--- config.mk ---
export PLATFORM = sky130hd
export DESIGN_NAME = ctmm_call
export DESIGN_NICKNAME = d
export VERILOG_FILES = /design/src/ctmm_pkg.sv /design/src/ctmm_src_check.sv /design/src/ctmm_call_seq.sv /design/src/ctmm_isolation.sv /design/src/ctmm_call.sv
export SDC_FILE = /design/constraint.sdc
export NUM_CORES = 1
export LEC_CHECK = 0
export ABC_AREA = 1
export BUFFER_PORTS_ARGS = -buffer_cell sky130_fd_sc_hd__buf_2
export CAP_MARGIN = 20
export CORE_AREA = 2 2 136 138
export DETAILED_ROUTE_END_ITERATION = 7
export DIE_AREA = 0 0 138 140
export PLACE_DENSITY = 0.5
export SLEW_MARGIN = 10
export SYNTH_ARGS = -nofsm -noshare
export SYNTH_HDL_FRONTEND = slang
export SYNTH_SLANG_ARGS = --single-unit
--- constraint.sdc ---
create_clock -name clk -period 3.2 [get_ports clk]
set_input_delay 0.16 -clock clk [delete_from_list [all_inputs] [get_ports clk]]
set_output_delay 0.16 -clock clk [all_outputs]
set_load 0.02 [all_outputs]
--- src/ctmm_pkg.sv ---
`default_nettype none

package ctmm_pkg;

    // ========================================
    // Widths
    // ========================================
    localparam int CR_ADDR_W       = 4;   // CR0..CR15
    localparam int CLIST_INDEX_W   = 8;
    localparam int PRESERVE_MASK_W = 11;  // [10:5] CR0-5, [4:0] DR1-5
    localparam int REG_COUNT       = 16;  // Size of each register file

    // ========================================
    // Register roles and permission layout
    // ========================================
    localparam logic [CR_ADDR_W-1:0]     CR6_CLIST   = 4'd6;  // Phase 1 destination
    localparam logic [CR_ADDR_W-1:0]     CR7_NUCLEUS = 4'd7;  // Phase 2 destination
    localparam logic [CR_ADDR_W-1:0]     MAX_SRC_REG = 4'd5;  // Highest legal source
    localparam logic [CLIST_INDEX_W-1:0] OFFSET_ZERO = 8'd0;  // Entry 0 of the new C-List

    localparam int PERM_LSB = 48;  // Perm field base inside word0_gt
    localparam int PERM_W   = 10;
    localparam int PERM_L   = 2;   // Load permission

    // Full capability register, word0 first (MSBs)
    typedef struct packed {
        logic [63:0] word0_gt;    // Guard word, perms in [57:48]
        logic [63:0] word1_loc;
        logic [63:0] word2_lim;
        logic [63:0] word3_seal;
    } cap_reg_t;

    typedef enum logic [3:0] {
        FAULT_NONE   = 4'd0,
        FAULT_PERM   = 4'd1,
        FAULT_BOUNDS = 4'd2,
        FAULT_MAC    = 4'd3,
        FAULT_SEAL   = 4'd4
    } fault_type_t;

    typedef struct packed {
        logic [CR_ADDR_W-1:0]       cr_src;  // Source C-List register
        logic [CLIST_INDEX_W-1:0]   index;
        logic [PRESERVE_MASK_W-1:0] mask;    // 1 = preserve
    } call_req_t;

    // One capability load order for mLoad
    typedef struct packed {
        logic [CR_ADDR_W-1:0]     src;
        logic [CR_ADDR_W-1:0]     dst;
        logic [CLIST_INDEX_W-1:0] index;
    } mload_req_t;

    typedef struct packed {
        logic                 nia_set;   // Restart at offset zero
        logic [REG_COUNT-1:0] dr_clear;  // Bit i clears DR i
        logic [REG_COUNT-1:0] cr_clear;  // Bit i clears CR i
    } isolation_t;

endpackage

`default_nettype wire

--- src/ctmm_src_check.sv ---
`timescale 1ns/1ps
`default_nettype none

module ctmm_src_check (
    input  logic                           clk,
    input  logic                           rst_n,
    input  logic                           accept,      // Request taken in idle
    input  logic [ctmm_pkg::CR_ADDR_W-1:0] cr_src_in,
    input  logic                           src_rd,      // Sequencer in read state
    input  ctmm_pkg::cap_reg_t             cr_rd_data,  // Same-cycle read data
    output logic                           cr_rd_en,
    output logic [ctmm_pkg::CR_ADDR_W-1:0] cr_rd_addr,
    output logic                           src_in_range,
    output logic                           src_has_l
);

    import ctmm_pkg::*;

    logic [CR_ADDR_W-1:0] cr_src_q;  // Source register number
    logic [PERM_W-1:0]    perm_q;    // Perm field of the source capability

    // ========================================
    // Source register number
    // ========================================
    always_ff @(posedge clk or negedge rst_n) begin
        if (!rst_n) begin
            cr_src_q <= '0;
        end else if (accept) begin
            cr_src_q <= cr_src_in;
        end
    end

    // Only CR0..CR5 may name the C-List, CR6 is the load target
    assign src_in_range = (cr_src_q <= MAX_SRC_REG);

    // ========================================
    // Register read and permission test
    // ========================================
    assign cr_rd_en   = src_rd;
    assign cr_rd_addr = cr_src_q;  // Held stable for the whole call

    // Captured at the end of the read state
    always_ff @(posedge clk) begin
        if (src_rd) begin
            perm_q <= cr_rd_data.word0_gt[PERM_LSB +: PERM_W];
        end
    end

    // Valid the cycle after the read
    assign src_has_l = perm_q[PERM_L];

endmodule

`default_nettype wire

--- src/ctmm_call_seq.sv ---
`timescale 1ns/1ps
`default_nettype none

module ctmm_call_seq (
    input  logic                  clk,
    input  logic                  rst_n,
    input  logic                  call_start,
    input  ctmm_pkg::call_req_t   call_req,
    input  logic                  src_in_range,
    input  logic                  src_has_l,
    input  logic                  mload_done,
    input  logic                  mload_fault,
    input  ctmm_pkg::fault_type_t mload_fault_type,
    output logic                  accept,       // One cycle, idle only
    output logic                  src_rd,
    output logic                  mload_start,
    output ctmm_pkg::mload_req_t  mload_req,
    output logic                  call_busy,
    output logic                  complete,
    output logic                  call_fault,
    output ctmm_pkg::fault_type_t fault_type
);

    import ctmm_pkg::*;

    typedef enum logic [3:0] {
        ST_IDLE,
        ST_CHECK_SRC,    // Range test on CRs
        ST_READ_SRC,     // Register port driven
        ST_CHECK_PERM,   // L bit test
        ST_PHASE1,       // mLoad CRs[Index] -> CR6
        ST_PHASE1_DONE,
        ST_PHASE2,       // mLoad CR6[0] -> CR7
        ST_COMPLETE,
        ST_FAULT
    } state_t;

    state_t state, next_state;

    logic [CR_ADDR_W-1:0]     cr_src_q;
    logic [CLIST_INDEX_W-1:0] index_q;
    logic                     phase;         // 0 loads CR6, 1 loads CR7
    logic                     start_d;       // Phase entry, one cycle ahead of the pulse
    logic                     start_q;
    logic                     done_seen;     // Sticky mLoad answers
    logic                     fault_seen;
    fault_type_t              mload_type_q;
    fault_type_t              fault_type_q;

    assign accept = (state == ST_IDLE) && call_start;
    assign src_rd = (state == ST_READ_SRC);

    // Request fields kept for the mLoad orders
    always_ff @(posedge clk or negedge rst_n) begin
        if (!rst_n) begin
            cr_src_q <= '0;
            index_q  <= '0;
        end else if (accept) begin
            cr_src_q <= call_req.cr_src;
            index_q  <= call_req.index;
        end
    end

    // ========================================
    // State machine
    // ========================================
    always_ff @(posedge clk or negedge rst_n) begin
        if (!rst_n) begin
            state <= ST_IDLE;
        end else begin
            state <= next_state;
        end
    end

    always_comb begin
        next_state = state;
        case (state)
            ST_IDLE:        if (call_start) next_state = ST_CHECK_SRC;
            ST_CHECK_SRC:   next_state = src_in_range ? ST_READ_SRC : ST_FAULT;
            ST_READ_SRC:    next_state = ST_CHECK_PERM;
            ST_CHECK_PERM:  next_state = src_has_l ? ST_PHASE1 : ST_FAULT;
            ST_PHASE1: begin
                if (fault_seen) begin
                    next_state = ST_FAULT;
                end else if (done_seen) begin
                    next_state = ST_PHASE1_DONE;
                end
            end
            ST_PHASE1_DONE: next_state = ST_PHASE2;
            ST_PHASE2: begin
                if (fault_seen) begin
                    next_state = ST_FAULT;
                end else if (done_seen) begin
                    next_state = ST_COMPLETE;
                end
            end
            ST_COMPLETE,
            ST_FAULT:       next_state = ST_IDLE;
            default:        next_state = ST_IDLE;
        endcase
    end

    // ========================================
    // mLoad request generation
    // ========================================
    always_ff @(posedge clk or negedge rst_n) begin
        if (!rst_n) begin
            phase <= 1'b0;
        end else if (state == ST_IDLE) begin
            phase <= 1'b0;
        end else if (state == ST_PHASE1_DONE) begin
            phase <= 1'b1;  // Ready before the second start
        end
    end

    assign start_d = (state == ST_CHECK_PERM  && next_state == ST_PHASE1) ||
                     (state == ST_PHASE1_DONE && next_state == ST_PHASE2);

    // One pulse on entry to each phase
    always_ff @(posedge clk or negedge rst_n) begin
        if (!rst_n) begin
            start_q <= 1'b0;
        end else begin
            start_q <= start_d;
        end
    end

    assign mload_start = start_q;

    always_comb begin
        if (phase) begin
            mload_req.src   = CR6_CLIST;    // CR6[0] -> CR7
            mload_req.dst   = CR7_NUCLEUS;
            mload_req.index = OFFSET_ZERO;
        end else begin
            mload_req.src   = cr_src_q;     // CRs[Index] -> CR6
            mload_req.dst   = CR6_CLIST;
            mload_req.index = index_q;
        end
    end

    // Answers held until the phase state looks at them
    // Cleared as the start is registered, so the phase sees only its own answer
    always_ff @(posedge clk or negedge rst_n) begin
        if (!rst_n) begin
            done_seen    <= 1'b0;
            fault_seen   <= 1'b0;
            mload_type_q <= FAULT_NONE;
        end else if (state == ST_IDLE || start_d) begin
            done_seen    <= 1'b0;
            fault_seen   <= 1'b0;
            mload_type_q <= FAULT_NONE;
        end else begin
            if (mload_done) done_seen <= 1'b1;
            if (mload_fault) begin
                fault_seen   <= 1'b1;
                mload_type_q <= mload_fault_type;  // Only valid with the pulse
            end
        end
    end

    // ========================================
    // Ending and fault reporting
    // ========================================
    always_ff @(posedge clk or negedge rst_n) begin
        if (!rst_n) begin
            fault_type_q <= FAULT_NONE;
        end else if (next_state == ST_FAULT) begin
            // Own checks report PERM, mLoad keeps its own cause
            fault_type_q <= (state == ST_PHASE1 || state == ST_PHASE2) ?
                            mload_type_q : FAULT_PERM;
        end
    end

    assign call_busy  = (state != ST_IDLE);
    assign complete   = (state == ST_COMPLETE);
    assign call_fault = (state == ST_FAULT);  // Single cycle by construction
    assign fault_type = call_fault ? fault_type_q : FAULT_NONE;

endmodule

`default_nettype wire

--- src/ctmm_isolation.sv ---
`timescale 1ns/1ps
`default_nettype none

module ctmm_isolation (
    input  logic                                 clk,
    input  logic                                 rst_n,
    input  logic                                 accept,
    input  logic [ctmm_pkg::PRESERVE_MASK_W-1:0] mask_in,
    input  logic                                 complete,  // Successful CALL end
    output ctmm_pkg::isolation_t                 iso
);

    import ctmm_pkg::*;

    localparam int CR_KEEP_W = 6;  // CR0..CR5 in mask[10:5]
    localparam int DR_KEEP_W = 5;  // DR1..DR5 in mask[4:0]

    logic [PRESERVE_MASK_W-1:0] mask_q;
    logic [CR_KEEP_W-1:0]       cr_keep;
    logic [DR_KEEP_W-1:0]       dr_keep;
    logic [REG_COUNT-1:0]       dr_clear_full;
    logic [REG_COUNT-1:0]       cr_clear_full;

    // ========================================
    // Preserve mask
    // ========================================
    always_ff @(posedge clk or negedge rst_n) begin
        if (!rst_n) begin
            mask_q <= '0;
        end else if (accept) begin
            mask_q <= mask_in;  // Held until the call ends
        end
    end

    assign cr_keep = mask_q[PRESERVE_MASK_W-1 -: CR_KEEP_W];
    assign dr_keep = mask_q[DR_KEEP_W-1:0];

    // DR0 argument survives, DR6 and up always wiped
    assign dr_clear_full = {{(REG_COUNT - DR_KEEP_W - 1){1'b1}}, ~dr_keep, 1'b0};

    // CR6 and up are never touched
    assign cr_clear_full = {{(REG_COUNT - CR_KEEP_W){1'b0}}, ~cr_keep};

    // ========================================
    // Isolation orders, one cycle at completion
    // ========================================
    always_comb begin
        iso          = '0;
        iso.nia_set  = complete;
        if (complete) begin
            iso.dr_clear = dr_clear_full;
            iso.cr_clear = cr_clear_full;
        end
    end

endmodule

`default_nettype wire

--- src/ctmm_call.sv ---
`timescale 1ns/1ps
`default_nettype none

module ctmm_call (
    input  logic                           clk,
    input  logic                           rst_n,

    // CALL control
    input  logic                           call_start,        // One-cycle strobe
    input  ctmm_pkg::call_req_t            call_req,          // Sampled with call_start
    output logic                           call_busy,
    output logic                           call_complete,
    output logic                           call_fault,
    output ctmm_pkg::fault_type_t          fault_type,

    // Capability register read port
    output logic                           cr_rd_en,
    output logic [ctmm_pkg::CR_ADDR_W-1:0] cr_rd_addr,
    input  ctmm_pkg::cap_reg_t             cr_rd_data,        // Combinational reply

    // mLoad micro-routine
    output logic                           mload_start,
    output ctmm_pkg::mload_req_t           mload_req,
    input  logic                           mload_done,
    input  logic                           mload_fault,
    input  ctmm_pkg::fault_type_t          mload_fault_type,

    // Isolation orders
    output ctmm_pkg::isolation_t           iso
);

    logic accept;        // Request taken in idle
    logic src_rd;
    logic src_in_range;
    logic src_has_l;

    // ========================================
    // Sequencer
    // ========================================
    ctmm_call_seq u_seq (
        .clk              (clk),
        .rst_n            (rst_n),
        .call_start       (call_start),
        .call_req         (call_req),
        .src_in_range     (src_in_range),
        .src_has_l        (src_has_l),
        .mload_done       (mload_done),
        .mload_fault      (mload_fault),
        .mload_fault_type (mload_fault_type),
        .accept           (accept),
        .src_rd           (src_rd),
        .mload_start      (mload_start),
        .mload_req        (mload_req),
        .call_busy        (call_busy),
        .complete         (call_complete),
        .call_fault       (call_fault),
        .fault_type       (fault_type)
    );

    // Source register checks
    ctmm_src_check u_src (
        .clk          (clk),
        .rst_n        (rst_n),
        .accept       (accept),
        .cr_src_in    (call_req.cr_src),
        .src_rd       (src_rd),
        .cr_rd_data   (cr_rd_data),
        .cr_rd_en     (cr_rd_en),
        .cr_rd_addr   (cr_rd_addr),
        .src_in_range (src_in_range),
        .src_has_l    (src_has_l)
    );

    // Register clearing and restart
    ctmm_isolation u_iso (
        .clk      (clk),
        .rst_n    (rst_n),
        .accept   (accept),
        .mask_in  (call_req.mask),
        .complete (call_complete),
        .iso      (iso)
    );

endmodule

`default_nettype wire

==> flow_summary_export.csv <==
group,metric,value,unit
status,status,"complete, no violations",
critical_path,reg2reg_slack,1.63,ns
synthesis,postSynth.asyncResetShare,97.5,%
clocking,cts_buffer_depth,2,
global_route,grt_pass1_vias,1750,
clocking,hold_buffers,0,
clocking,clk_pin_slew,0.06,ns
final_layout,syn_to_final_growth,32.4,%
power_and_ir_drop,p_total,2.45,mW
detailed_routing,final_antenna_net_count,0,
clocking,clk_latency,0.29,ns
global_route,grt_max_degree,40,
global_route,grt_overflow,0,
timing,fin_crit,1.84,ns
detailed_routing,wirelength,6570,um
timing,worst_pin_slew,0.935,ns
final_layout,drive_gt1_share,32.0,%
timing,finalSetupViolCount,0,
detailed_routing,dr.pass1.iters,4,
synthesis,synth.distinct_cells,23,
timing,hold_viol_final,0,
critical_path,cp-end-kind,"output port",
floorplanning,coreArea,17800,um2
place,hpwlAfterDp,5220,um
synthesis,synthSimpleGateAreaFrac,26.4,%
detailed_routing,drc,0,
synthesis,ys_seq_elements,40,
synthesis,netlist_area,2040,um2
final_layout,fillers,2044,
synthesis,postSynthCellCount,248,
place,place_congestion,0.722,
final_layout,antenna_cells,0,
floorplanning,die_h,140,um
global_route,grt_antenna_before_repair,0,
clocking,clkSinkCount,40,
floorplanning,die_width,138,um
global_route,grt_use_total,7.00,%
floorplanning,ios,350,
timing,report.final.slew_viol_count,0,
synthesis,seq_area_frac_synth,49.4,%
power_and_ir_drop,ir_drop,366,uV
critical_path,cp-startpoint,"u_seq.state[3]",
synthesis,synth_fa_ha_area_share,0,%
critical_path,cp_max_fo,13,
timing,fin_crit_sh,57.5,%
detailed_routing,drt_iter0_drc,37,
detailed_routing,routedWlPerCell,12.0,um
critical_path,start_kind,"flip-flop",
timing,worst_slack,1.36,ns
floorplanning,die_area,19300,um2
synthesis,synth_edf_count,1,
critical_path,critPathKind,"flip-flop to output port",
detailed_routing,via_per_inst,3.09,
clocking,cts_setup_buffers,0,
final_layout,nets,603,
synthesis,synth.area.mux_share,0,%
clocking,h-tree-depth,2,
synthesis,yosysTopAreaCellShare,47.9,%
synthesis,synth.area.top_cells,"dfrtp_1 (48%), nand2_1 (11%), buf_4 (9.6%)",
power_and_ir_drop,p_leak,1.47,nW
synthesis,synth_commonest_cells,"nand2_1 (62), dfrtp_1 (39), nor2_1 (30)",
flow_run,drv_cap,0,
timing,rsz0062_at_grt,"false",
power_and_ir_drop,p_per_area,910,nW/um2
clocking,cts_resized,0,
critical_path,cp.arrival,1.68,ns
place,post-place-ws,1.61,ns
place,port_buffers,80,
global_route,grt_pass1_wl,10300,um
synthesis,synth_compound_area_share,6.63,%
synthesis,synth_xor_xnor_area_share,0,%
hold_path,min_path_type,"primary input to async pin",
synthesis,post_synth.cell_area_avg,8.21,um2
detailed_routing,vias,1683,
floorplanning,start_util,11.5,%
critical_path,r2r_start,"u_seq.state[2]",
timing,maxClockFrequency,0.543,GHz
timing,slew_headroom,37.6,%
clocking,cts_tree,"built",
clocking,cts_root_buf,"clkbuf_16",
timing,fin_tns_setup,0,ns
synthesis,yosysWarnings,0,
floorplanning,rows,49,
synthesis,synth_top_family_by_area,"simple AND/OR/NAND/NOR gates",
clocking,numCtsBuffers,5,
synthesis,synthFlopType,"dfrtp_1",
timing,clock_skew,0.00728,ns
synthesis,yosysTopAreaCell,"dfrtp_1",
synthesis,synth.most_common_cell,"nand2_1",
critical_path,required,3.04,ns
[report_power, final]
| part | leakage (nW) | total [mW] | internal, mW | switching (mW) |
|---|---|---|---|---|
| clock | 0.0798 | 0.580 | 0.367 | 0.213 |
| combinational | 0.889 | 1.02 | 0.301 | 0.717 |
| sequential | 0.504 | 0.857 | 0.724 | 0.133 |
[state kept, by name, indices dropped and copies added, names as in the netlist]
signal and cells:
u_seq.done_seen 1, u_seq.phase 1, u_seq.index_q 8, u_seq.fault_seen 1, u_src.perm_q 1, u_iso.mask_q 11, u_seq.fault_type_q 4, u_seq.mload_start 1
u_seq.cr_src_q 4, u_seq.state 4, u_seq.mload_type_q 4
[routing by layer]
| layer | GRT usage [%] | part of all wire, % | vias up |
|---|---|---|---|
| li1 | - | - | 856 |
| met1 | 8.62 | 45 | 762 |
| met2 | 9.93 | 41 | 59 |
| met3 | 4.31 | 13 | 6 |
| met4 | 2.58 | 1.7 | 0 |
| met5 | 0 | 0 | - |
[logic make-up (layout without fill, tap and decap cells)]
| logic type | count (synthesis) | after routing |
|---|---|---|
| compound gates | 27 | 27 |
| buf+inv | 61 | 117 |
| flops | 40 | 40 |
| other cells | 2 | 14 |
| simple gates | 118 | 118 |
[final timing paths]
kind	cells past startpoint	end
min reg2reg	2	u_seq.mload_type_q[2]
max in group asynchronous	1	u_seq.index_q[1]
max	7	iso[4]
min in group clk	1	u_src.perm_q[2]
min	1	u_seq.mload_start
max reg2reg	5	u_seq.cr_src_q[1]
[worst max-delay path: stages, from the launching register on]
cell and delay (ns):
dfrtp_1 0.43, inv_1 0.09, nand2_1 0.07, nor2_1 0.09, buf_4 0.18, inv_1 0.18, nor2_1 0.15, buf_2 0.21
[stage by stage]
stage / std cells / instance area (um2) / hold WS [ns] / utilization [%]
after global placement: 537 / 2530 / 0.360 / 14.2
after global routing: 545 / 2700 / 0.0640 / 15.2
final: 545 / 2700 / 0.00359 / 15.2
after floorplan: 260 / 2080 / -0.136 / -
after CTS: 545 / 2700 / 0.0410 / 15.2
after detailed placement: 537 / 2530 / 0.345 / 14.2
[placed cells by master (no fill, tap or decap)]
cell,count
clkinvlp_4,1
dfrtp_1,39
buf_4,1
o21ai_0,24
a21oi_1,2
nand2_2,1
nor2_1,30
clkbuf_16,5
nand4_1,6
nand3_2,3
nand3b_1,1
edfxtp_1,1
nor2_4,1
conb_1,14
o21ai_1,1
nand3_1,6
nand2_4,1
nand2_1,62
buf_2,80
or2_1,1
clkinv_2,1
bufinv_16,1
nor2_8,1
inv_1,28
nor2_2,5
[layout make-up]
class	count	area, um2	area share [%]
Timing Repair Buffer	81	408	15.1
Tap cell	229	287	10.6
Clock buffer	5	125	4.64
Clock inverter	3	42.5	1.58
Inverter	28	105	3.90
Sequential cell	40	1010	37.3
Multi-Input combinational cell	159	724	26.9
Note: power is estimated with default switching activity, not from simulation.
